$ cat src/logic/mips_pkg.sv
package mips_pkg;

    //////////////////////////////////////////////////////////////////////
    // sizes and widths
    //////////////////////////////////////////////////////////////////////

    localparam int imem_depth = 64;   // instruction words
    localparam int dmem_depth = 64;   // data words
    localparam int reg_count  = 32;

    typedef logic [31:0] word_t;
    typedef logic [4:0]  reg_addr_t;
    typedef logic [5:0]  imem_addr_t;
    typedef logic [5:0]  dmem_addr_t;
    typedef logic [5:0]  funct_t;

    localparam word_t instr_nop = '0;   // sll $0,$0,0

    //////////////////////////////////////////////////////////////////////
    // encodings
    //////////////////////////////////////////////////////////////////////

    typedef enum logic [5:0] {
        op_rtype = 6'h00,
        op_beq   = 6'h04,
        op_addi  = 6'h08,
        op_lw    = 6'h23,
        op_sw    = 6'h2b
    } opcode_t;

    localparam funct_t funct_add = 6'h20;
    localparam funct_t funct_sub = 6'h22;
    localparam funct_t funct_and = 6'h24;
    localparam funct_t funct_or  = 6'h25;
    localparam funct_t funct_slt = 6'h2a;

    typedef enum logic [1:0] {
        alu_op_add   = 2'b00,   // address calc, addi
        alu_op_sub   = 2'b01,   // beq compare
        alu_op_funct = 2'b10    // r-type, look at funct
    } alu_op_t;

    typedef enum logic [3:0] {
        alu_and = 4'b0000,
        alu_or  = 4'b0001,
        alu_add = 4'b0010,
        alu_sub = 4'b0110,
        alu_slt = 4'b0111
    } alu_ctrl_t;

    //////////////////////////////////////////////////////////////////////
    // control groups and pipeline latches
    //////////////////////////////////////////////////////////////////////

    typedef struct packed {
        logic reg_write;
        logic mem_to_reg;
    } ctrl_wb_t;

    typedef struct packed {
        logic mem_read;
        logic mem_write;
        logic branch;
    } ctrl_mem_t;

    typedef struct packed {
        logic    reg_dst;   // 1 selects rd
        logic    alu_src;   // 1 selects immediate
        alu_op_t alu_op;
    } ctrl_ex_t;

    typedef struct packed {
        word_t pc_plus4;
        word_t instr;
    } if_id_t;

    typedef struct packed {
        ctrl_wb_t  wb;
        ctrl_mem_t mem;
        ctrl_ex_t  ex;
        word_t     pc_plus4;
        word_t     data1;
        word_t     data2;
        word_t     imm;
        reg_addr_t rs;
        reg_addr_t rt;
        reg_addr_t rd;
        funct_t    funct;
    } id_ex_t;

    typedef struct packed {
        ctrl_wb_t  wb;
        ctrl_mem_t mem;
        word_t     branch_target;
        logic      zero;
        word_t     alu_result;
        word_t     store_data;
        reg_addr_t dest;
    } ex_mem_t;

    typedef struct packed {
        ctrl_wb_t  wb;
        word_t     read_data;
        word_t     alu_result;
        reg_addr_t dest;
    } mem_wb_t;

    typedef struct packed {
        logic      valid;   // one cycle per write to a nonzero register
        reg_addr_t dest;
        word_t     data;
    } wb_event_t;

endpackage

$ cat src/logic/instruction_fetch.sv
module instruction_fetch (
    input  logic                 i_clk,
    input  logic                 i_rst_n,
    input  logic                 i_run,
    input  logic                 i_imem_we,
    input  mips_pkg::imem_addr_t i_imem_addr,
    input  mips_pkg::word_t      i_imem_data,
    input  mips_pkg::ex_mem_t    i_ex_mem,
    output mips_pkg::if_id_t     o_if_id
);
    import mips_pkg::*;

    word_t      pc;
    word_t      pc_plus4;
    imem_addr_t pc_index;
    logic       take_branch;

    word_t imem [imem_depth];

    assign pc_plus4    = pc + 32'd4;
    assign pc_index    = pc[7:2];   // word index, byte offset dropped
    assign take_branch = i_ex_mem.mem.branch && i_ex_mem.zero;

    // load port, only used while the pipeline is held
    always_ff @(posedge i_clk) begin
        if (i_imem_we) begin
            imem[i_imem_addr] <= i_imem_data;
        end
    end

    // program counter
    always_ff @(posedge i_clk) begin
        if (!i_rst_n) begin
            pc <= '0;
        end else if (take_branch) begin
            pc <= i_ex_mem.branch_target;   // resolved in execute, no flush
        end else if (i_run) begin
            pc <= pc_plus4;
        end
    end

    ///////////////////////////////////////////////////////////////////////
    // IF/ID latch
    ///////////////////////////////////////////////////////////////////////

    always_ff @(posedge i_clk) begin
        if (!i_rst_n) begin
            o_if_id <= '0;
        end else if (i_run) begin
            o_if_id.pc_plus4 <= pc_plus4;
            o_if_id.instr    <= imem[pc_index];
        end else begin
            o_if_id.pc_plus4 <= '0;   // held: feed bubbles so the pipe drains
            o_if_id.instr    <= instr_nop;
        end
    end

endmodule

$ cat config.mk
export PLATFORM = sky130hd
export DESIGN_NAME = instruction_fetch
export DESIGN_NICKNAME = d
export VERILOG_FILES = /design/src/logic/mips_pkg.sv /design/src/logic/instruction_fetch.sv
export SDC_FILE = /design/constraint.sdc
export NUM_CORES = 2
export LEC_CHECK = 0
export ABC_AREA = 1
export BUFFER_PORTS_ARGS = -buffer_cell sky130_fd_sc_hd__buf_2
export CAP_MARGIN = 20
export CORE_MARGIN = 2
export CORE_UTILIZATION = 39
export DETAILED_ROUTE_END_ITERATION = 12
export GPL_ROUTABILITY_DRIVEN = 0
export GPL_TIMING_DRIVEN = 0
export PLACE_DENSITY = 0.58
export RECOVER_POWER = 100
export SLEW_MARGIN = 20
export SYNTH_ARGS = -nofsm -noshare
export SYNTH_HDL_FRONTEND = slang
export SYNTH_SLANG_ARGS = --single-unit
$ cat constraint.sdc
create_clock -name i_clk -period 10.1 [get_ports i_clk]
set_input_delay 2.02 -clock i_clk [delete_from_list [all_inputs] [get_ports i_clk]]
set_output_delay 2.02 -clock i_clk [all_outputs]
set_load 0.05 [all_outputs]
==> metrics.txt <==
detailed-route DRC error count 0; First-pass DRT Iterations 6; met2 WL 139000 um; maxcap violations 118; Die ar. 236000 um^2; dominant synthesized flop cell edfxtp_1; internal power 14800 uW; share of cells above drive strength 1 6.83%; Final ANT Viol Nets 0; clock transition at the registers of the reported paths 0.06 ns; Combinational Power Share 9.8%; PD cells 194 nW/um^2; Port Buf Inserts 134; worst slew pin tran 4.05 ns; post-synthesis sequential area ratio 70.2%; total gr overflow 0; synthesized flop and latch total 2144; Non-Filler Instances 12466; worst vdd ir 0.213 mV; syn nets 8874; Fin. Hold Viols 0; hold crit path type register to register; Post-synth EDFFs 2048; final WL 319000 um; die height 485 um; Post-synth top cells 3162 x nand2_1, 2048 x edfxtp_1, 1024 x inv_1; status finished, violations left; crit path capture type register; final setup vio count 0; DP Worst Slack 5.00 ns; CTS Buf Count 217; CTS sink cnt 2144; Starting Density 39.3%; critical path's slowest cell clkbuf_1; synth warn 0; post-synth cell types 33; Area Overhead vs Synth 13.2%; Crit path largest cell delay 1.37 ns; nets@finish 9384; IO Count 213; final cycle utilization of the critical path 57.1%; WS Path Type register to register; Setup TNS 0 ns; Yosys top cell area share 68.0%; critical path, cell by cell clkbuf_1 -> clkbuf_1 -> clkbuf_1 -> nand2_1 -> nand3_1 -> nand2_1 -> nand2_1 -> nand2_1 -> nor2_1 -> nand2_1 -> nand3_1 -> a21oi_1; top sig layer met5; H-tree Lvls 4; Initial DRC Count 9374; failing checks max-capacitance violations, max-slew violations; pins over their slew limit 3093; share of flip-flops with an asynchronous set or reset 0%; Final Power 19800 uW; Sw Pwr 5020 uW; postcts setup bufs 0; Leak 0.0411 uW; CP Launch Type register; RSZ-0062 raised after global routing no; Synth area leader edfxtp_1; Sw Share 25.3%; most used cell, CP nand2_1; die width 485 um; Mapped Cells 8724; Via density 5.29; clock root buffer clkbuf_16; CP Max Fanout 13; TritonCTS clock tree yes; WL/cell 25.6 um; num rows 176; largest net degree at the start of global routing 65; dpl cell area 98000 um^2; Clock Skews 0.0326 ns; Clock Power Share 40.5%; Worst Slack Setup Final 4.33 ns; Routed met1 length 124000 um; fmax 0.173 GHz; Clock Path Buffers 3; Slew Limit Headroom -170%; via count 66003; post-CTS sizing 0; placed cell count 12039; core area 230000 um^2; met3 WL post-DR 37300 um; first-pass GRT wire length 444000 um; GR Util All Layers 26.5%; cell with the most instances after synthesis nand2_1; Required @ worst endpoint 10.76 ns; Critical Path AT 6.43 ns; mapped cell area 90400 um^2; cts hold-fix bufs 0; initial antenna violation count 37; syn_area_per_cell 10.4 um^2; Flop pwr share 49.7%; Post-DP HPWL 228000 um; final instance area 102000 um^2; clock latency on the worst-skew pair 0.90 ns; vias in the first global route 60897; FILL cells 21454; Tmin final 5.77 ns; Synth area leaders edfxtp_1 68%, nand2_1 13%, nand3_1 5.2%
-- power by group through the flow --
stage          sequential [uW]  clock [uW]  combinational [uW]
6_report                  9850        8040                1930
5_1_grt                   9860        8400                2040
4_1_cts                   9830        8070                1930
3_5_place_dp             10000           0                1920
3_3_place_gp             10000           0                1850
2_1_floorplan            10100           0                 922
-- cell type report --
cell class,instances,area (um^2),area share [%]
clock inverter,119,1060,1.04
sequential,2144,63400,62.0
timing repair buffer,291,1140,1.11
clock buffer,287,5930,5.80
buffer,446,2030,1.99
tap,3026,3790,3.70
inverter,1029,3860,3.77
antenna,19,47.5,0.0465
multi-input combinational,5105,21100,20.6
-- critical path, delay by kind of cell (launching register included) --
kind / cells / cell delay (ns)
buffers and inverters: 3 / 3.05
and+or+nand+nor: 8 / 1.38
DFF: 1 / 0.67
AOI/OAI and AO/OA: 1 / 0.36
-- cell usage in the layout (no fill, tap or decap), types with 8 or more instances in the layout --
cell	synthesis	routed
nand3_1	945	945
buf_2	260	289
inv_1	1024	1024
dfxtp_1	96	96
nand4_1	11	11
edfxtp_1	2048	2048
diode_2	0	19
xor2_1	16	16
buf_4	10	9
clkinv_1	3	48
a31oi_1	10	10
clkbuf_16	0	223
a21oi_1	103	103
clkinv_2	0	43
o21ai_0	182	183
clkbuf_8	0	11
or2_2	26	26
nor2_1	587	590
nor4_1	8	8
bufinv_16	0	18
o21ai_1	18	17
buf_1	52	52
clkbuf_1	123	435
nand2_1	3162	3162
-- cells by family after synthesis --
group | after synthesis | synth area share (%)
AO/OA/AOI/OAI | 326 | 1.86
XOR/XNOR | 19 | 0.184
adder cells (fa/ha/maj) | 1 | 0.0138
buffers and inverters | 1475 | 6.53
flip-flops | 2144 | 70.2
AND/OR/NAND/NOR | 4759 | 21.2
-- path summary, 6_finish.rpt --
kind	endpoint	slack, ns	depth (start not counted)	from
worst min register to register	o_if_id[32]	0.44	2	pc[0]
worst min-delay path	o_if_id[32]	0.44	2	pc[0]
worst max register to register	o_if_id[24]	4.33	12	pc[2]
worst max-delay path	o_if_id[24]	4.33	12	pc[2]
-- state kept, by name, indices dropped and copies added, names as in the netlist --
register,cells
o_if_id,64
pc,32
imem,2048
-- metrics by stage --
stage,hold slack (ns),util (%)
after floorplan,0.416,-
after global placement,0.427,41.2
after detailed placement,0.435,42.6
after CTS,0.443,45.6
after global routing,0.469,44.5
final,0.443,44.5
-- per-layer routing --
layer	GRT usage, %	vias up
li1	-	29466
met1	36.1	32022
met2	40.1	3841
met3	5.51	656
met4	13.5	18
met5	0	-
Note: power is estimated with default switching activity, not from simulation.
