File: src/logic/mips_pkg.sv
package mips_pkg;

    //////////////////////////////////////////////////////////////////////
    // sizes and widths
    //////////////////////////////////////////////////////////////////////

    localparam int imem_depth = 64;   // instruction words
    localparam int dmem_depth = 64;   // data words
    localparam int reg_count  = 32;

    typedef logic [31:0] word_t;
    typedef logic [4:0]  reg_addr_t;
    typedef logic [5:0]  imem_addr_t;
    typedef logic [5:0]  dmem_addr_t;
    typedef logic [5:0]  funct_t;

    localparam word_t instr_nop = '0;   // sll $0,$0,0

    //////////////////////////////////////////////////////////////////////
    // encodings
    //////////////////////////////////////////////////////////////////////

    typedef enum logic [5:0] {
        op_rtype = 6'h00,
        op_beq   = 6'h04,
        op_addi  = 6'h08,
        op_lw    = 6'h23,
        op_sw    = 6'h2b
    } opcode_t;

    localparam funct_t funct_add = 6'h20;
    localparam funct_t funct_sub = 6'h22;
    localparam funct_t funct_and = 6'h24;
    localparam funct_t funct_or  = 6'h25;
    localparam funct_t funct_slt = 6'h2a;

    typedef enum logic [1:0] {
        alu_op_add   = 2'b00,   // address calc, addi
        alu_op_sub   = 2'b01,   // beq compare
        alu_op_funct = 2'b10    // r-type, look at funct
    } alu_op_t;

    typedef enum logic [3:0] {
        alu_and = 4'b0000,
        alu_or  = 4'b0001,
        alu_add = 4'b0010,
        alu_sub = 4'b0110,
        alu_slt = 4'b0111
    } alu_ctrl_t;

    //////////////////////////////////////////////////////////////////////
    // control groups and pipeline latches
    //////////////////////////////////////////////////////////////////////

    typedef struct packed {
        logic reg_write;
        logic mem_to_reg;
    } ctrl_wb_t;

    typedef struct packed {
        logic mem_read;
        logic mem_write;
        logic branch;
    } ctrl_mem_t;

    typedef struct packed {
        logic    reg_dst;   // 1 selects rd
        logic    alu_src;   // 1 selects immediate
        alu_op_t alu_op;
    } ctrl_ex_t;

    typedef struct packed {
        word_t pc_plus4;
        word_t instr;
    } if_id_t;

    typedef struct packed {
        ctrl_wb_t  wb;
        ctrl_mem_t mem;
        ctrl_ex_t  ex;
        word_t     pc_plus4;
        word_t     data1;
        word_t     data2;
        word_t     imm;
        reg_addr_t rs;
        reg_addr_t rt;
        reg_addr_t rd;
        funct_t    funct;
    } id_ex_t;

    typedef struct packed {
        ctrl_wb_t  wb;
        ctrl_mem_t mem;
        word_t     branch_target;
        logic      zero;
        word_t     alu_result;
        word_t     store_data;
        reg_addr_t dest;
    } ex_mem_t;

    typedef struct packed {
        ctrl_wb_t  wb;
        word_t     read_data;
        word_t     alu_result;
        reg_addr_t dest;
    } mem_wb_t;

    typedef struct packed {
        logic      valid;   // one cycle per write to a nonzero register
        reg_addr_t dest;
        word_t     data;
    } wb_event_t;

endpackage

File: src/logic/memory_access.sv
module memory_access (
    input  logic              i_clk,
    input  logic              i_rst_n,
    input  mips_pkg::ex_mem_t i_ex_mem,
    output mips_pkg::mem_wb_t o_mem_wb
);
    import mips_pkg::*;

    dmem_addr_t dmem_index;
    word_t      dmem [dmem_depth];

    assign dmem_index = i_ex_mem.alu_result[7:2];   // word addressed

    // data memory, cleared with the rest of the machine
    always_ff @(posedge i_clk) begin
        if (!i_rst_n) begin
            for (int i = 0; i < dmem_depth; i++) begin
                dmem[i] <= '0;
            end
        end else if (i_ex_mem.mem.mem_write) begin
            dmem[dmem_index] <= i_ex_mem.store_data;
        end
    end

    ///////////////////////////////////////////////////////////////////////
    // MEM/WB latch
    ///////////////////////////////////////////////////////////////////////

    always_ff @(posedge i_clk) begin
        if (!i_rst_n) begin
            o_mem_wb <= '0;
        end else begin
            o_mem_wb.wb         <= i_ex_mem.wb;
            o_mem_wb.alu_result <= i_ex_mem.alu_result;
            o_mem_wb.dest       <= i_ex_mem.dest;
            if (i_ex_mem.mem.mem_read) begin
                o_mem_wb.read_data <= dmem[dmem_index];   // registered read
            end else begin
                o_mem_wb.read_data <= '0;
            end
        end
    end

endmodule

File: config.mk
export PLATFORM = sky130hd
export DESIGN_NAME = memory_access
export DESIGN_NICKNAME = d
export VERILOG_FILES = /design/src/logic/mips_pkg.sv /design/src/logic/memory_access.sv
export SDC_FILE = /design/constraint.sdc
export NUM_CORES = 2
export LEC_CHECK = 0
export ABC_AREA = 1
export BUFFER_PORTS_ARGS = -buffer_cell sky130_fd_sc_hd__buf_2
export CAP_MARGIN = 20
export CORE_MARGIN = 2
export CORE_UTILIZATION = 47
export CTS_BUF_LIST = sky130_fd_sc_hd__clkbuf_8
export DETAILED_ROUTE_END_ITERATION = 12
export SETUP_SLACK_MARGIN = 0.1
export SLEW_MARGIN = 15
export SYNTH_ARGS = -nofsm -noshare
export SYNTH_HDL_FRONTEND = slang
export SYNTH_SLANG_ARGS = --single-unit
File: constraint.sdc
create_clock -name i_clk -period 2.43 [get_ports i_clk]
set_clock_uncertainty 0.05 [all_clocks]
set_input_delay 0.1215 -clock i_clk [delete_from_list [all_inputs] [get_ports i_clk]]
set_output_delay 0.1215 -clock i_clk [all_outputs]
set_load 0.01 [all_outputs]
==> metrics.md <==
| Metric | Value |
|---|---|
| Largest net degree at the start of global routing | `105` |
| Number of global-route vias before repair | `approximately 71000` |
| Syn-to-layout area delta | `14.5%` |
| Status | `completed` |
| Finished Core Util | `54.3%` |
| Startpoint types | `primary input` |
| Unrepaired setup endpoints after global routing | `false` |
| R2R Setup Slk | `~150 ps` |
| Initial antenna violation count | `8` |
| Vias | `75700` |
| Port Buffers | `between 100 and 150` |
| # clock sinks | `approximately 2100` |
| Switching power | `20.8 mW` |
| Root Driver | `clkbuf_8` |
| Worst flop-to-flop path startpoint | `dmem[41][14]` |
| Logic pwr share | `10.1%` |
| TritonCTS buffer count | `370` |
| Setup crit end kind | `register` |
| Fmax achieved | `a little over 400 MHz` |
| Vias/cell | `5.29` |
| PwrDens | `717 nW/um^2` |
| Critical path class | `primary input to register` |
| Routed WL per cell | `21.7 um` |
| Synth Instances | `11100` |
| Hold Crit Depth | `5` |
| Critical Path RT | `3320 ps` |
| Reg power frac | `53.1%` |
| DR DRC count | `0` |
| # setup viols final | `0` |
| Starting Density | `47.4%` |
| Syn_nets | `11200` |
| HPWL Detailed | `around 180 mm` |
| CORE AREA | `205000 um^2` |
| Die Y | `459 um` |
| Period utilization | `around 100%` |
| GR Overflow Total | `0` |
| Row count | `166` |
| Sw frac | `26.1%` |
| Fin nets | `11500` |
| Die footprint | `210000 um^2` |
| Synth unique cells | `21` |
| Max_slew headroom | `23.9%` |
| Post-Syn Area per Cell | `8.75 um^2` |
| Setup bufs post-CTS | `0` |
| Worst min-delay path class | `primary input to register` |
| Max IR drop VDD | `438 uV` |
| Clock power frac | `36.8%` |
| Mapped cell area | `97100 um^2` |
| Filler cells | `18300` |
| Crit path DAT | `3310 ps` |
| Initial DRC Count | `about 9100` |
| Slew Limit Fails | `0` |
| Clk_lat worst skew | `1090 ps` |
| #FFs+latches synth | `2119` |
| Worst-Margin Slew | `1140 ps` |
| IO Count | `between 150 and 200` |
| Final ANT Viol Nets | `0` |
| Leakage | `roughly 50 nW` |
| H-tree levels | `5` |
| Routability cong. | `0.914` |
| Clock transition at path regs | `60 ps` |
| FF-to-FF path depth | `10` |
| Hold wc startpoint | `i_ex_mem[11]` |
| CP Max Fanout | `40` |
| Pre-Repair DR Iteration Count | `6` |
| CTS tree | `built` |
| CTS Buffer Depth | `4` |
| Internal power | `58.9 mW` |
| Minimum clock period | `2420 ps` |
| WHS Endpoint | `dmem[42][6]` |
| Max-cap violations | `0` |
| FF-to-FF End | `o_mem_wb[51]` |
| DP Area | `between 100000 and 150000 um^2` |
| DIE WIDTH | `459 um` |
| Share of post-route cells with drive strength above 1 | `9.51%` |
| Final std cell area, no fill | `111000 um^2` |
| Total GRT Usage | `approximately 29%` |
| Register area share after synthesis | `64.8%` |
| Final WL | `~310 mm` |
| Yosys warning total | `0` |
| Final hold violations | `0` |
| First-pass GRT wire length | `~460 mm` |
==> sequential cells by signal, summed over array words and instances, names as in the netlist <==
signal,flops
dmem,2048
o_mem_wb,71
==> power by group through the flow <==
stage	logic, mW	registers (mW)	clock network, mW
2_1_floorplan	4.35	43.0	0
3_3_place_gp	7.69	43.0	0
3_5_place_dp	7.75	43.1	0
4_1_cts	7.96	42.4	29.7
5_1_grt	8.74	42.5	31.2
6_report	8.06	42.4	29.3
==> cell type report <==
class	count	area (um^2)	area share, %
Antenna cell	6	15.0	0.0135
Clock buffer	381	5240	4.71
Clock inverter	253	1080	0.967
Inverter	90	402	0.361
Multi-Input combinational cell	8059	30700	27.6
Sequential cell	2119	62900	56.6
Tap cell	2688	3360	3.02
Timing Repair Buffer	722	7550	6.78
==> worst max-delay path by stage <==
stage                            start            to  cells past startpoint
after detailed placement  i_ex_mem[40]  o_mem_wb[49]                     14
after CTS                 i_ex_mem[42]  o_mem_wb[44]                     10
after floorplan                i_rst_n   dmem[51][0]                      6
after global placement    i_ex_mem[40]  o_mem_wb[49]                     14
after global routing      i_ex_mem[42]  o_mem_wb[49]                     11
final                     i_ex_mem[42]  o_mem_wb[49]                     11
==> critical path: stages <==
cell and delay [ps]:
dlygate4sd3_1 540, buf_2 260, dlygate4sd3_1 700, buf_4 210, nor3_2 70, buf_12 180
nand2_1 270, nand2_1 150, nor2_1 460, buf_4 220, a21oi_1 80
==> stage by stage <==
stage	hold slack (ps)	TNS (ps)	setup WS (ps)	total power, mW	std cells
2_1_floorplan	165	0	24.5	47.4	11100
3_3_place_gp	251	-1040	-257	50.7	13500
3_5_place_dp	256	-1040	-256	50.9	13500
4_1_cts	45.3	0	113	80.0	14300
5_1_grt	135	0	126	82.5	14300
6_report	78.0	0	10.7	79.7	14300
==> metal layers <==
layer	up-vias	GRT usage [%]	routed length, um
met2	3554	43.6	138000
li1	35400	-	-
met1	36200	41.7	128000
met5	-	0	13
met3	557	5.05	29200
met4	2	13.6	15000
==> timing repair <==
action | 4_1_cts | 5_1_grt
gates resized for setup | 0 | 1
hold buffers | 145 | 0
endpoints found under the hold margin | 3042 | 0
setup endpoints to repair | 0 | 1
==> kinds of logic after synthesis <==
family,share of synthesized area [%]
flops,64.8
buf+inv,3.85
simple gates,31.1
compound gates,0.273
==> cells in the final DEF, fill, tap and decap left out <==
cell type      netlist  final
buf_6                0      1
clkbuf_8             0    381
nand2_1           5860   5799
nor2_4               0      1
buf_8                0      3
edfxtp_1          2048   2048
inv_1               56    194
nand2_2              1     62
inv_4                0      1
clkinvlp_4           0      4
nor3_2               2      8
buf_4                6    265
inv_8                0      3
dfxtp_1             71     71
clkinv_1             0     84
inv_6                0      1
diode_2              0      6
nand4_1              1      1
a21oi_1             32     32
o211ai_1             8      8
dlygate4sd3_1        0    145
buf_2              207    141
clkinv_2             0     53
nor2_2               1      3
o21ai_0              9      9
nor4_4               6      6
buf_12               0    167
nand3_1              4      4
nor2_1            2126   2123
bufinv_16            0      3
or2_2                3      3
==> cells in the mapped netlist <==
library cell / number / share of area, %
a21oi_1: 32 / 0.16
buf_1: 19 / 0.073
buf_2: 207 / 1.1
buf_4: 6 / 0.046
clkbuf_1: 598 / 2.3
dfxtp_1: 71 / 1.5
edfxtp_1: 2048 / 63
inv_1: 56 / 0.22
inv_2: 34 / 0.13
nand2_1: 5860 / 23
nand2_2: 1 / 0.0064
nand3_1: 4 / 0.021
nand4_1: 1 / 0.0064
nor2_1: 2126 / 8.2
nor2_2: 1 / 0.0064
nor3_1: 6 / 0.031
nor3_2: 2 / 0.021
nor4_4: 6 / 0.13
o211ai_1: 8 / 0.062
o21ai_0: 9 / 0.046
or2_2: 3 / 0.019
Note: power is estimated with default switching activity, not from simulation.
