File: config.mk
export PLATFORM = sky130hd
export DESIGN_NAME = execute
export DESIGN_NICKNAME = d
export VERILOG_FILES = /design/src/logic/mips_pkg.sv /design/src/logic/execute.sv
export SDC_FILE = /design/constraint.sdc
export NUM_CORES = 1
export LEC_CHECK = 0
export ABC_AREA = 1
export ABC_CLOCK_PERIOD_IN_PS = 8500
export BUFFER_PORTS_ARGS = -buffer_cell sky130_fd_sc_hd__buf_4
export CORE_MARGIN = 2
export CORE_UTILIZATION = 60
export CTS_CLUSTER_SIZE = 28
export DETAILED_ROUTE_END_ITERATION = 7
export GPL_TIMING_DRIVEN = 0
export PLACE_DENSITY = 0.95
export SLEW_MARGIN = 40
export SYNTH_ARGS = -nofsm -noshare
export SYNTH_HDL_FRONTEND = slang
export SYNTH_SLANG_ARGS = --single-unit
File: constraint.sdc
create_clock -name i_clk -period 8.5 [get_ports i_clk]
set_input_delay 1.275 -clock i_clk [delete_from_list [all_inputs] [get_ports i_clk]]
set_output_delay 1.275 -clock i_clk [all_outputs]
set_load 0.05 [all_outputs]
File: src/logic/mips_pkg.sv
package mips_pkg;

    //////////////////////////////////////////////////////////////////////
    // sizes and widths
    //////////////////////////////////////////////////////////////////////

    localparam int imem_depth = 64;   // instruction words
    localparam int dmem_depth = 64;   // data words
    localparam int reg_count  = 32;

    typedef logic [31:0] word_t;
    typedef logic [4:0]  reg_addr_t;
    typedef logic [5:0]  imem_addr_t;
    typedef logic [5:0]  dmem_addr_t;
    typedef logic [5:0]  funct_t;

    localparam word_t instr_nop = '0;   // sll $0,$0,0

    //////////////////////////////////////////////////////////////////////
    // encodings
    //////////////////////////////////////////////////////////////////////

    typedef enum logic [5:0] {
        op_rtype = 6'h00,
        op_beq   = 6'h04,
        op_addi  = 6'h08,
        op_lw    = 6'h23,
        op_sw    = 6'h2b
    } opcode_t;

    localparam funct_t funct_add = 6'h20;
    localparam funct_t funct_sub = 6'h22;
    localparam funct_t funct_and = 6'h24;
    localparam funct_t funct_or  = 6'h25;
    localparam funct_t funct_slt = 6'h2a;

    typedef enum logic [1:0] {
        alu_op_add   = 2'b00,   // address calc, addi
        alu_op_sub   = 2'b01,   // beq compare
        alu_op_funct = 2'b10    // r-type, look at funct
    } alu_op_t;

    typedef enum logic [3:0] {
        alu_and = 4'b0000,
        alu_or  = 4'b0001,
        alu_add = 4'b0010,
        alu_sub = 4'b0110,
        alu_slt = 4'b0111
    } alu_ctrl_t;

    //////////////////////////////////////////////////////////////////////
    // control groups and pipeline latches
    //////////////////////////////////////////////////////////////////////

    typedef struct packed {
        logic reg_write;
        logic mem_to_reg;
    } ctrl_wb_t;

    typedef struct packed {
        logic mem_read;
        logic mem_write;
        logic branch;
    } ctrl_mem_t;

    typedef struct packed {
        logic    reg_dst;   // 1 selects rd
        logic    alu_src;   // 1 selects immediate
        alu_op_t alu_op;
    } ctrl_ex_t;

    typedef struct packed {
        word_t pc_plus4;
        word_t instr;
    } if_id_t;

    typedef struct packed {
        ctrl_wb_t  wb;
        ctrl_mem_t mem;
        ctrl_ex_t  ex;
        word_t     pc_plus4;
        word_t     data1;
        word_t     data2;
        word_t     imm;
        reg_addr_t rs;
        reg_addr_t rt;
        reg_addr_t rd;
        funct_t    funct;
    } id_ex_t;

    typedef struct packed {
        ctrl_wb_t  wb;
        ctrl_mem_t mem;
        word_t     branch_target;
        logic      zero;
        word_t     alu_result;
        word_t     store_data;
        reg_addr_t dest;
    } ex_mem_t;

    typedef struct packed {
        ctrl_wb_t  wb;
        word_t     read_data;
        word_t     alu_result;
        reg_addr_t dest;
    } mem_wb_t;

    typedef struct packed {
        logic      valid;   // one cycle per write to a nonzero register
        reg_addr_t dest;
        word_t     data;
    } wb_event_t;

endpackage

File: src/logic/execute.sv
module execute (
    input  logic               i_clk,
    input  logic               i_rst_n,
    input  mips_pkg::id_ex_t   i_id_ex,
    output mips_pkg::ex_mem_t  o_ex_mem
);
    import mips_pkg::*;

    alu_ctrl_t alu_ctrl;
    word_t     operand_b;
    word_t     alu_result;
    word_t     branch_target;
    reg_addr_t dest;

    // alu control from alu_op and funct
    always_comb begin
        case (i_id_ex.ex.alu_op)
            alu_op_add: alu_ctrl = alu_add;
            alu_op_sub: alu_ctrl = alu_sub;
            alu_op_funct: begin
                case (i_id_ex.funct)
                    funct_add: alu_ctrl = alu_add;
                    funct_sub: alu_ctrl = alu_sub;
                    funct_and: alu_ctrl = alu_and;
                    funct_or:  alu_ctrl = alu_or;
                    funct_slt: alu_ctrl = alu_slt;
                    default:   alu_ctrl = alu_add;   // nop lands here
                endcase
            end
            default: alu_ctrl = alu_add;
        endcase
    end

    assign operand_b = i_id_ex.ex.alu_src ? i_id_ex.imm : i_id_ex.data2;

    always_comb begin
        case (alu_ctrl)
            alu_and: alu_result = i_id_ex.data1 & operand_b;
            alu_or:  alu_result = i_id_ex.data1 | operand_b;
            alu_add: alu_result = i_id_ex.data1 + operand_b;
            alu_sub: alu_result = i_id_ex.data1 - operand_b;
            alu_slt: alu_result = {31'd0, $signed(i_id_ex.data1) < $signed(operand_b)};
            default: alu_result = '0;
        endcase
    end

    assign branch_target = i_id_ex.pc_plus4 + {i_id_ex.imm[29:0], 2'b00};
    assign dest          = i_id_ex.ex.reg_dst ? i_id_ex.rd : i_id_ex.rt;

    ///////////////////////////////////////////////////////////////////////
    // EX/MEM latch
    ///////////////////////////////////////////////////////////////////////

    always_ff @(posedge i_clk) begin
        if (!i_rst_n) begin
            o_ex_mem <= '0;
        end else begin
            o_ex_mem.wb            <= i_id_ex.wb;
            o_ex_mem.mem           <= i_id_ex.mem;
            o_ex_mem.branch_target <= branch_target;
            o_ex_mem.zero          <= (alu_result == '0);
            o_ex_mem.alu_result    <= alu_result;
            o_ex_mem.store_data    <= i_id_ex.data2;   // rt value for sw
            o_ex_mem.dest          <= dest;
        end
    end

endmodule

==> run_results.csv <==
group,metric,value,unit
sta,finalSetupTns,0,ns
yosys,syn_nets,2277,
yosys,synth-main-ff-cell,"dfxtp_1",
sta,fin_crit,4.899,ns
yosys,async_reset_ff_share,0,%
clocking,cts_inserted_buffers,9,
sta,postLayoutSetupSlackWorst,3.601,ns
yosys,ys_seq_area_share,18.92,%
yosys,yosysWarningCount,0,
drt,initialDrtViolationCount,1453,
worst_setup_path,crit_cells,18,
finish,largest_register,"o_ex_mem",
die,die_h,141.4,um
die,rows,50,
die,core,18580,um^2
finish,largest_reg_flops,107,
yosys,synth_area,11320,um^2
yosys,syn_inst,1984,
yosys,synth_top_area_cell,"dfxtp_1",
sta,timing.fmax,0.2041,GHz
clocking,cts_sinks,107,
worst_setup_path,worstPathRequired,8.80,ns
global_routing,use_met2,69.06,%
yosys,yosys.area.top_type_share,18.92,%
finish,final_cells,2493,
global_routing,met3_usage,9.382,%
placed_design,dp_slack,3.441,ns
global_routing,grt_antenna_before_repair,0,
yosys,synth.area.top_cells,"dfxtp_1 19%, nand2_1 19%, ha_1 14%, inv_1 13%, nor2_1 7.7%",
worst_setup_path,cp.arrival,5.20,ns
yosys,synth-simple-area-share,36.17,%
die,dieArea,19980,um^2
drt,detail_route.wl_per_cell,17.55,um
worst_setup_path,crit_buf_inv,4,
hold_path,holdCritPathClass,"input pin to register",
yosys,avgSynthCellArea,5.705,um^2
drt,drc,0,
hold_path,whs_path_depth,3,
status,run_status,"complete, no violations",
global_routing,track_usage,42.56,%
sta,setup_violations,0,
die,start_util,60.92,%
global_routing,grt_max_degree,21,
global_routing,use_met1,53.33,%
worst_setup_path,worstSetupPathType,"input pin to register",
sta,rsz0062_at_grt,"false",
yosys,yosysMostFrequentCell,"nand2_1",
clocking,post_cts_buffers,0,
yosys,muxShareOfSynthArea,0,%
clocking,clockBufferDepth,2,
clocking,postCtsHoldBufs,0,
yosys,synth_fa_ha_area_share,14.90,%
power_and_ir_drop,leakage,8.280,nW
finish,synthToLayoutAreaGrowth,22.46,%
sta,hold_viol_final,0,
power_and_ir_drop,p_per_area,152.0,nW/um^2
finish,nets,2547,
sta,relSlewSlack,39.62,%
sta,drv_slew,0,
finish,drive_gt1_share,14.96,%
clocking,clk_pin_slew,0.09,ns
drt,via_per_inst,5.581,
clocking,cts_tree,"built",
drt,antenna_left,0,
worst_setup_path,critPathLaunchType,"input pin",
yosys,synth_top_cells_by_count,"564 x nand2_1, 399 x inv_1, 232 x nor2_1",
worst_setup_path,crit_chain,"clkbuf_1 -> clkbuf_1 -> o21ai_0 -> ha_1 -> buf_4 -> nor2_1 -> nand2_1 -> inv_1 -> nand3_1 -> nand3_1 -> a21oi_1 -> o21ai_0 -> nand3_1 -> nor2_1 -> nand3_1 -> nor2_1 -> nand2_1 -> nor2_1",
yosys,synth_xor_area_share,0.5416,%
worst_setup_path,slowest_stage,"clkbuf_1",
power_and_ir_drop,ir_drop,0.1404,mV
sta,worst_pin_slew,0.8963,ns
clocking,cts_resized,0,
run,maxCapViolations,0,
clocking,cts_root_buf,"clkbuf_16",
yosys,ys_ff_latch,107,
drt,wl,43760,um
yosys,synth_top_family_by_area,"simple AND/OR/NAND/NOR gates",
global_routing,grt_pass1_wl,66040,um
global_routing,grt.busiest_layer,"met2",
die,die_x,141.4,um
placed_design,place_inst,2477,
yosys,synth_edf_count,0,
drt,drtPass1Iterations,6,
drt,vias,13910,
worst_setup_path,max_stage_delay,0.52,ns
sta,min_period_over_period,57.64,%
global_routing,overflow,0,
placed_design,hpwl,36330,um
placed_design,io_buffers,259,
yosys,synth_cell_types,45,
global_routing,grt_pass1_vias,12970,
worst_setup_path,crit_family,"simple AND/OR/NAND/NOR gates",
finish,finish.utilization,74.61,%
die,io-pin-count,267,
placed_design,routabilityCongestion,1.072,
yosys,synth_compound_area_share,13.86,%
finish,reg_top3,"o_ex_mem x107",
clocking,htreeDepth,3,
worst_setup_path,crit_fanout,10,
worst_setup_path,end_kind,"register",
finish,num_antenna_cells,0,
-- layer usage --
layer / share of wire, % / up-vias
met3: 12 / 172
met1: 38 / 6155
met4: 5.2 / 0
met2: 44 / 923
met5: 0 / -
li1: - / 6663
-- power by group --
part | switching [mW] | internal, mW | total, mW | leakage [nW]
sequential | 0.0152 | 0.552 | 0.567 | 0.891
clock | 0.230 | 0.217 | 0.447 | 0.150
combinational | 0.758 | 0.336 | 1.09 | 7.24
total | 1.00 | 1.10 | 2.11 | 8.28
-- metrics by stage --
step | total power [mW] | hold slack, ns | cell area [um^2]
after global placement | 1.612 | 1.455 | 13560
after detailed placement | 1.633 | 1.461 | 13560
after floorplan | 1.286 | 1.368 | 11320
after CTS | 2.071 | 1.081 | 13860
after global routing | 2.207 | 1.076 | 13860
final | 2.107 | 1.082 | 13860
-- final timing paths --
path | startpoint | endpoint | slack (ns)
setup / recovery | i_id_ex[151] | o_ex_mem[69]$_SDFF_PN0_ | 3.60
hold / removal | i_id_ex[155] | o_ex_mem[104]$_SDFF_PN0_ | 1.08
-- placed cells by master (no fill, tap or decap), types with 2 or more instances in the layout --
cell type	Yosys	routed
buf_4	8	267
fa_1	3	3
a31oi_1	2	2
xor2_1	6	6
o21ai_0	106	105
a21o_1	2	2
nand2_1	564	564
nor3_1	12	12
o21bai_1	15	15
nand4_1	20	20
a21oi_1	143	143
clkbuf_16	0	9
dfxtp_1	107	107
nor3b_1	2	2
buf_2	12	13
inv_2	4	4
nand3_1	133	133
clkinv_4	0	2
o21ai_1	4	5
nand2_2	8	8
ha_1	130	130
clkbuf_1	17	17
nor2_1	232	232
inv_8	0	2
o21a_1	12	12
nor2_2	14	14
clkbuf_2	2	2
o211ai_1	2	2
inv_1	399	399
buf_6	5	5
nand2_4	2	2
nor4_1	2	2
-- cell families after synthesis --
logic type,Yosys count
xor+xnor,7
fa+ha+maj,133
flops,107
compound gates,293
buf+inv,448
simple gates,996
-- area by class of cell --
cell class / count / area, um^2
plain buffers: 45 / 255.2
multi-input cells: 1429 / 7411
clock inverters: 6 / 65.06
inverters: 403 / 1513
repair buffers: 259 / 1944
flip-flops and latches: 107 / 2142
clock buffers: 10 / 239.0
fillers: 1564 / 4718
well taps: 234 / 292.8
No activity file was read; power rests on OpenSTA's default activity.
