--- config.mk ---
export PLATFORM = sky130hd
export DESIGN_NAME = instruction_decode
export DESIGN_NICKNAME = d
export VERILOG_FILES = /design/src/logic/mips_pkg.sv /design/src/logic/instruction_decode.sv /design/src/logic/register_bank.sv
export SDC_FILE = /design/constraint.sdc
export NUM_CORES = 2
export LEC_CHECK = 0
export ABC_CLOCK_PERIOD_IN_PS = 3600
export BUFFER_PORTS_ARGS = -buffer_cell sky130_fd_sc_hd__buf_2
export CORE_MARGIN = 2
export CORE_UTILIZATION = 40
export CTS_CLUSTER_SIZE = 10
export DETAILED_ROUTE_END_ITERATION = 7
export GPL_ROUTABILITY_DRIVEN = 0
export PLACE_DENSITY = 0.57
export SLEW_MARGIN = 20
export SYNTH_ARGS = -nofsm -noshare
export SYNTH_HDL_FRONTEND = slang
export SYNTH_SLANG_ARGS = --single-unit
--- constraint.sdc ---
create_clock -name i_clk -period 3.6 [get_ports i_clk]
set_input_delay 1.08 -clock i_clk [delete_from_list [all_inputs] [get_ports i_clk]]
set_output_delay 1.08 -clock i_clk [all_outputs]
set_load 0.01 [all_outputs]
--- src/logic/mips_pkg.sv ---
package mips_pkg;

    //////////////////////////////////////////////////////////////////////
    // sizes and widths
    //////////////////////////////////////////////////////////////////////

    localparam int imem_depth = 64;   // instruction words
    localparam int dmem_depth = 64;   // data words
    localparam int reg_count  = 32;

    typedef logic [31:0] word_t;
    typedef logic [4:0]  reg_addr_t;
    typedef logic [5:0]  imem_addr_t;
    typedef logic [5:0]  dmem_addr_t;
    typedef logic [5:0]  funct_t;

    localparam word_t instr_nop = '0;   // sll $0,$0,0

    //////////////////////////////////////////////////////////////////////
    // encodings
    //////////////////////////////////////////////////////////////////////

    typedef enum logic [5:0] {
        op_rtype = 6'h00,
        op_beq   = 6'h04,
        op_addi  = 6'h08,
        op_lw    = 6'h23,
        op_sw    = 6'h2b
    } opcode_t;

    localparam funct_t funct_add = 6'h20;
    localparam funct_t funct_sub = 6'h22;
    localparam funct_t funct_and = 6'h24;
    localparam funct_t funct_or  = 6'h25;
    localparam funct_t funct_slt = 6'h2a;

    typedef enum logic [1:0] {
        alu_op_add   = 2'b00,   // address calc, addi
        alu_op_sub   = 2'b01,   // beq compare
        alu_op_funct = 2'b10    // r-type, look at funct
    } alu_op_t;

    typedef enum logic [3:0] {
        alu_and = 4'b0000,
        alu_or  = 4'b0001,
        alu_add = 4'b0010,
        alu_sub = 4'b0110,
        alu_slt = 4'b0111
    } alu_ctrl_t;

    //////////////////////////////////////////////////////////////////////
    // control groups and pipeline latches
    //////////////////////////////////////////////////////////////////////

    typedef struct packed {
        logic reg_write;
        logic mem_to_reg;
    } ctrl_wb_t;

    typedef struct packed {
        logic mem_read;
        logic mem_write;
        logic branch;
    } ctrl_mem_t;

    typedef struct packed {
        logic    reg_dst;   // 1 selects rd
        logic    alu_src;   // 1 selects immediate
        alu_op_t alu_op;
    } ctrl_ex_t;

    typedef struct packed {
        word_t pc_plus4;
        word_t instr;
    } if_id_t;

    typedef struct packed {
        ctrl_wb_t  wb;
        ctrl_mem_t mem;
        ctrl_ex_t  ex;
        word_t     pc_plus4;
        word_t     data1;
        word_t     data2;
        word_t     imm;
        reg_addr_t rs;
        reg_addr_t rt;
        reg_addr_t rd;
        funct_t    funct;
    } id_ex_t;

    typedef struct packed {
        ctrl_wb_t  wb;
        ctrl_mem_t mem;
        word_t     branch_target;
        logic      zero;
        word_t     alu_result;
        word_t     store_data;
        reg_addr_t dest;
    } ex_mem_t;

    typedef struct packed {
        ctrl_wb_t  wb;
        word_t     read_data;
        word_t     alu_result;
        reg_addr_t dest;
    } mem_wb_t;

    typedef struct packed {
        logic      valid;   // one cycle per write to a nonzero register
        reg_addr_t dest;
        word_t     data;
    } wb_event_t;

endpackage

--- src/logic/instruction_decode.sv ---
module instruction_decode (
    input  logic                i_clk,
    input  logic                i_rst_n,
    input  mips_pkg::if_id_t    i_if_id,
    input  mips_pkg::mem_wb_t   i_mem_wb,
    output mips_pkg::id_ex_t    o_id_ex,
    output mips_pkg::wb_event_t o_wb
);
    import mips_pkg::*;

    opcode_t   opcode;
    reg_addr_t rs;
    reg_addr_t rt;
    reg_addr_t rd;
    funct_t    funct;
    word_t     imm_ext;

    ctrl_wb_t  ctrl_wb;
    ctrl_mem_t ctrl_mem;
    ctrl_ex_t  ctrl_ex;

    word_t     data1;
    word_t     data2;
    word_t     wb_data;

    // instruction fields
    assign opcode  = opcode_t'(i_if_id.instr[31:26]);
    assign rs      = i_if_id.instr[25:21];
    assign rt      = i_if_id.instr[20:16];
    assign rd      = i_if_id.instr[15:11];
    assign funct   = i_if_id.instr[5:0];
    assign imm_ext = {{16{i_if_id.instr[15]}}, i_if_id.instr[15:0]};

    ///////////////////////////////////////////////////////////////////////
    // main control
    ///////////////////////////////////////////////////////////////////////

    always_comb begin
        ctrl_wb  = '0;
        ctrl_mem = '0;
        ctrl_ex  = '0;   // unknown opcodes fall out as nops
        case (opcode)
            op_rtype: begin
                ctrl_wb.reg_write = 1'b1;
                ctrl_ex.reg_dst   = 1'b1;
                ctrl_ex.alu_op    = alu_op_funct;
            end
            op_addi: begin
                ctrl_wb.reg_write = 1'b1;
                ctrl_ex.alu_src   = 1'b1;
                ctrl_ex.alu_op    = alu_op_add;
            end
            op_lw: begin
                ctrl_wb.reg_write  = 1'b1;
                ctrl_wb.mem_to_reg = 1'b1;
                ctrl_mem.mem_read  = 1'b1;
                ctrl_ex.alu_src    = 1'b1;
                ctrl_ex.alu_op     = alu_op_add;
            end
            op_sw: begin
                ctrl_mem.mem_write = 1'b1;
                ctrl_ex.alu_src    = 1'b1;
                ctrl_ex.alu_op     = alu_op_add;
            end
            op_beq: begin
                ctrl_mem.branch = 1'b1;
                ctrl_ex.alu_op  = alu_op_sub;   // equal when difference is zero
            end
            default: ;
        endcase
    end

    ///////////////////////////////////////////////////////////////////////
    // register bank and write-back
    ///////////////////////////////////////////////////////////////////////

    assign wb_data = i_mem_wb.wb.mem_to_reg ? i_mem_wb.read_data : i_mem_wb.alu_result;

    register_bank u_register_bank (
        .i_clk        (i_clk),
        .i_rst_n      (i_rst_n),
        .i_rs         (rs),
        .i_rt         (rt),
        .i_write_reg  (i_mem_wb.dest),
        .i_write_en   (i_mem_wb.wb.reg_write),
        .i_write_data (wb_data),
        .o_data1      (data1),
        .o_data2      (data2)
    );

    assign o_wb.valid = i_mem_wb.wb.reg_write && (i_mem_wb.dest != '0);
    assign o_wb.dest  = i_mem_wb.dest;
    assign o_wb.data  = wb_data;

    // ID/EX latch
    always_ff @(posedge i_clk) begin
        if (!i_rst_n) begin
            o_id_ex <= '0;
        end else begin
            o_id_ex.wb       <= ctrl_wb;
            o_id_ex.mem      <= ctrl_mem;
            o_id_ex.ex       <= ctrl_ex;
            o_id_ex.pc_plus4 <= i_if_id.pc_plus4;
            o_id_ex.data1    <= data1;
            o_id_ex.data2    <= data2;
            o_id_ex.imm      <= imm_ext;
            o_id_ex.rs       <= rs;
            o_id_ex.rt       <= rt;
            o_id_ex.rd       <= rd;
            o_id_ex.funct    <= funct;
        end
    end

endmodule

--- src/logic/register_bank.sv ---
module register_bank (
    input  logic                i_clk,
    input  logic                i_rst_n,
    input  mips_pkg::reg_addr_t i_rs,
    input  mips_pkg::reg_addr_t i_rt,
    input  mips_pkg::reg_addr_t i_write_reg,
    input  logic                i_write_en,
    input  mips_pkg::word_t     i_write_data,
    output mips_pkg::word_t     o_data1,
    output mips_pkg::word_t     o_data2
);
    import mips_pkg::*;

    word_t regs [reg_count];
    logic  wr_live;

    assign wr_live = i_write_en && (i_write_reg != '0);   // $zero stays 0

    always_ff @(posedge i_clk) begin
        if (!i_rst_n) begin
            for (int i = 0; i < reg_count; i++) begin
                regs[i] <= '0;
            end
        end else if (wr_live) begin
            regs[i_write_reg] <= i_write_data;
        end
    end

    // write-through: same-cycle read sees the value being written
    always_comb begin
        o_data1 = regs[i_rs];
        o_data2 = regs[i_rt];
        if (wr_live && (i_write_reg == i_rs)) begin
            o_data1 = i_write_data;
        end
        if (wr_live && (i_write_reg == i_rt)) begin
            o_data2 = i_write_data;
        end
    end

endmodule

==> impl_metrics.tcl <==
set metrics [dict create \
    holdCritPathClass "primary input to flop" \
    syn_inst 4530 \
    cts_tree "done" \
    finalHoldViolations 0 \
    nets 5020 \
    seq_area_frac_synth 0.5745 \
    synth_top_area_share 0.5300 \
    syn2layout_area_growth_pct 17.12 \
    hold_buffers 0 \
    io_pins 333 \
    p_per_area_nw_per_um2 496.2 \
    cp-end-kind "primary output" \
    fin_skew_ns 0.02717 \
    synth_area_leaders "edfxtp_1 (53%), mux4_2 (9.9%), mux2i_1 (8.4%)" \
    tightest_slew_ns 1.012 \
    worstRegToRegCells 4 \
    whs_path_depth 2 \
    worstSkewPairLatency_ns 0.78 \
    slew_headroom 0.3180 \
    clk_pin_slew_worst_paths_ns 0.06 \
    core_sq_um 143800 \
    max_freq_mhz 293.0 \
    finalSetupTns_ns 0 \
    die-area_sq_um 148100 \
    cts_max_level 4 \
    drive_gt1_frac 0.2582 \
    start_util 0.4034 \
    path_class "primary input to primary output" \
    rows 139 \
    via_per_inst 6.456 \
    critPathMaxFanout 11 \
    place_hpwl_um 146000 \
    r2r_end "o_id_ex[104]$_SDFF_PN0_" \
    yosysWarningCount 0 \
    die_w_um 384.8 \
    required_ns 2.52 \
    p_leak_nw 25.70 \
    antenna_found_initial 9 \
    grt_first_pass_wirelength_um 329200 \
    cts_inserted_buffers 140 \
    drtPass1Iterations 6 \
    wire_per_inst_um 34.65 \
    vdd_ir_drop_max_uv 386.0 \
    rsz0062_at_grt "false" \
    synth_edf_count 1024 \
    grt_pass1_vias 42490 \
    yosysMostFrequentCell "nor2_1" \
    fp.dieH_um 384.8 \
    crit_start "i_mem_wb[69]" \
    critPathLaunchType "primary input" \
    post_cts_buffers 0 \
    yosysTopAreaCell "edfxtp_1" \
    clockBufferDepth 3 \
    status "completed" \
    dr_total_vias 44470 \
    r2r_setup_slack_ns 1.40 \
    portBuffers 332 \
    drt_iter0_drc 6845 \
    worstPathArrival_ns 2.33 \
    drv_cap 0 \
    synth.avg_cell_area_sq_um 12.81 \
    routed_wl_um 238700 \
    cts-root-buf "clkbuf_16" \
    grtUsageTotal 0.3183 \
    setup_violations 0 \
    detail_route.drc_violations 0 \
    ys_top_cells_by_count "nor2_1 (1130), edfxtp_1 (1024), mux2i_1 (486), clkbuf_1 (306), mux4_2 (255)" \
    fin_crit_ns 3.413 \
    multi_input_area_sq_um 22480 \
    hold-worst-slack_ns 0.5074 \
    cts_sinks 1153 \
    worstSetupEndpoint "o_wb[7]" \
    ant_nets 0 \
    regArea_sq_um 33330 \
    report.final.slew_viol_count 0 \
    fill_cells 12770 \
    syn_area_sq_um 58010 \
    synth_cell_type_count 68 \
    gr-total-overflow 0 \
    ys_ff_latch 1153 \
    worstReg2RegStart "u_register_bank.regs[11][19]$_SDFFCE_PN0P_" \
    post-route-period-util 0.9481 \
    async_reset_ff_frac 0 \
    ys.flop_type "edfxtp_1" \
    grt_start_max_net_pins 86 \
    post_cts_resized 0 \
]
-- sequential cells by signal, indices dropped and copies added, names as in the netlist --
signal / flops
u_register_bank.regs: 1024
o_id_ex: 129
-- cell type report --
class	instances	share of cell area
clock buffer	226	0.06014
multi-input combinational	2868	0.3308
antenna	1	0.00003683
tap	1903	0.03504
sequential	1153	0.4906
clock inverter	17	0.002081
inverter	43	0.002431
timing repair buffer	677	0.07884
-- worst min-delay path by stage --
| stage | startpoint | endpoint | slack [ns] |
|---|---|---|---|
| 2_1_floorplan | u_register_bank.regs[14][3]$_SDFFCE_PN0P_ | o_id_ex[56]$_SDFF_PN0_ | 0.79 |
| 3_3_place_gp | u_register_bank.regs[30][16]$_SDFFCE_PN0P_ | o_id_ex[69]$_SDFF_PN0_ | 0.83 |
| 3_5_place_dp | u_register_bank.regs[31][16]$_SDFFCE_PN0P_ | o_id_ex[69]$_SDFF_PN0_ | 0.83 |
| 4_1_cts | i_if_id[2] | o_id_ex[23]$_SDFF_PN0_ | 0.46 |
| 5_1_grt | i_if_id[2] | o_id_ex[23]$_SDFF_PN0_ | 0.50 |
| 6_report | i_if_id[2] | o_id_ex[23]$_SDFF_PN0_ | 0.51 |
-- placed cells by master, fill, tap and decap left out, types with 7 or more instances in the layout --
cell and instances:
buf_12 84, nor3b_1 13, a21o_1 7, nor2_1 1128, xnor2_1 10, nand2b_1 15
mux2i_1 454, dfxtp_1 129, a31oi_1 14, buf_2 321, o22ai_1 41, nor3_1 29
clkbuf_1 69, o31ai_1 14, a22oi_1 30, o21ai_1 17, mux2_2 54, conb_1 32
and2_1 52, a41oi_1 11, buf_4 267, a21oi_1 85, a211o_1 12, clkbuf_16 148
o21ai_0 120, inv_1 38, nand2_2 62, clkbuf_8 9, a221oi_2 12, a211oi_1 19
a221oi_1 163, nand2_1 41, mux2i_4 30, o311a_1 15, clkinv_1 8, edfxtp_1 1024
mux4_2 255, a221o_1 64
-- layer usage --
metal  wire (um)  GRT usage  up-vias
met5          66          0        -
met4       13300     0.1584       10
met3       29030    0.07131      744
met2      108000     0.4976     3465
met1       88260     0.4179    22500
li1            -          -    17740
-- critical path, cell delays in order --
cell     delay (ns)
buf_4          0.14
buf_12         0.23
buf_12         0.17
mux2i_4        0.25
buf_12         0.16
inv_1          0.10
buf_2          0.16
-- logic make-up after synthesis --
kind of cell    Yosys count  share of synthesized area
xor+xnor                 10                   0.001510
simple gates           1372                    0.09481
mux                     797                     0.1942
other cells               1                 0.00006464
buf+inv                 540                    0.05025
flops                  1153                     0.5745
compound gates          657                    0.08459
-- report_power, final --
part           switching (W)  total, W  leakage, nW  internal, W
Sequential          0.000403    0.0157         10.8       0.0153
Clock                0.00561    0.0134         2.04      0.00779
Combinational        0.00284   0.00458         12.8      0.00174
Total                0.00886    0.0337         25.7       0.0249
-- per-stage QoR --
stage	std cells	power [W]	utilization	area (sq um)	setup WS [ns]
floorplan	4561	0.01842	-	58130	0.1092
global placement	6644	0.02041	0.4430	63710	0.003461
detailed placement	6644	0.02046	0.4430	63710	0.01475
CTS	6887	0.03372	0.4724	67940	0.2059
global route	6887	0.03456	0.4724	67940	0.1753
finish	6888	0.03372	0.4724	67940	0.1869
No activity file was read; power rests on OpenSTA's default activity.
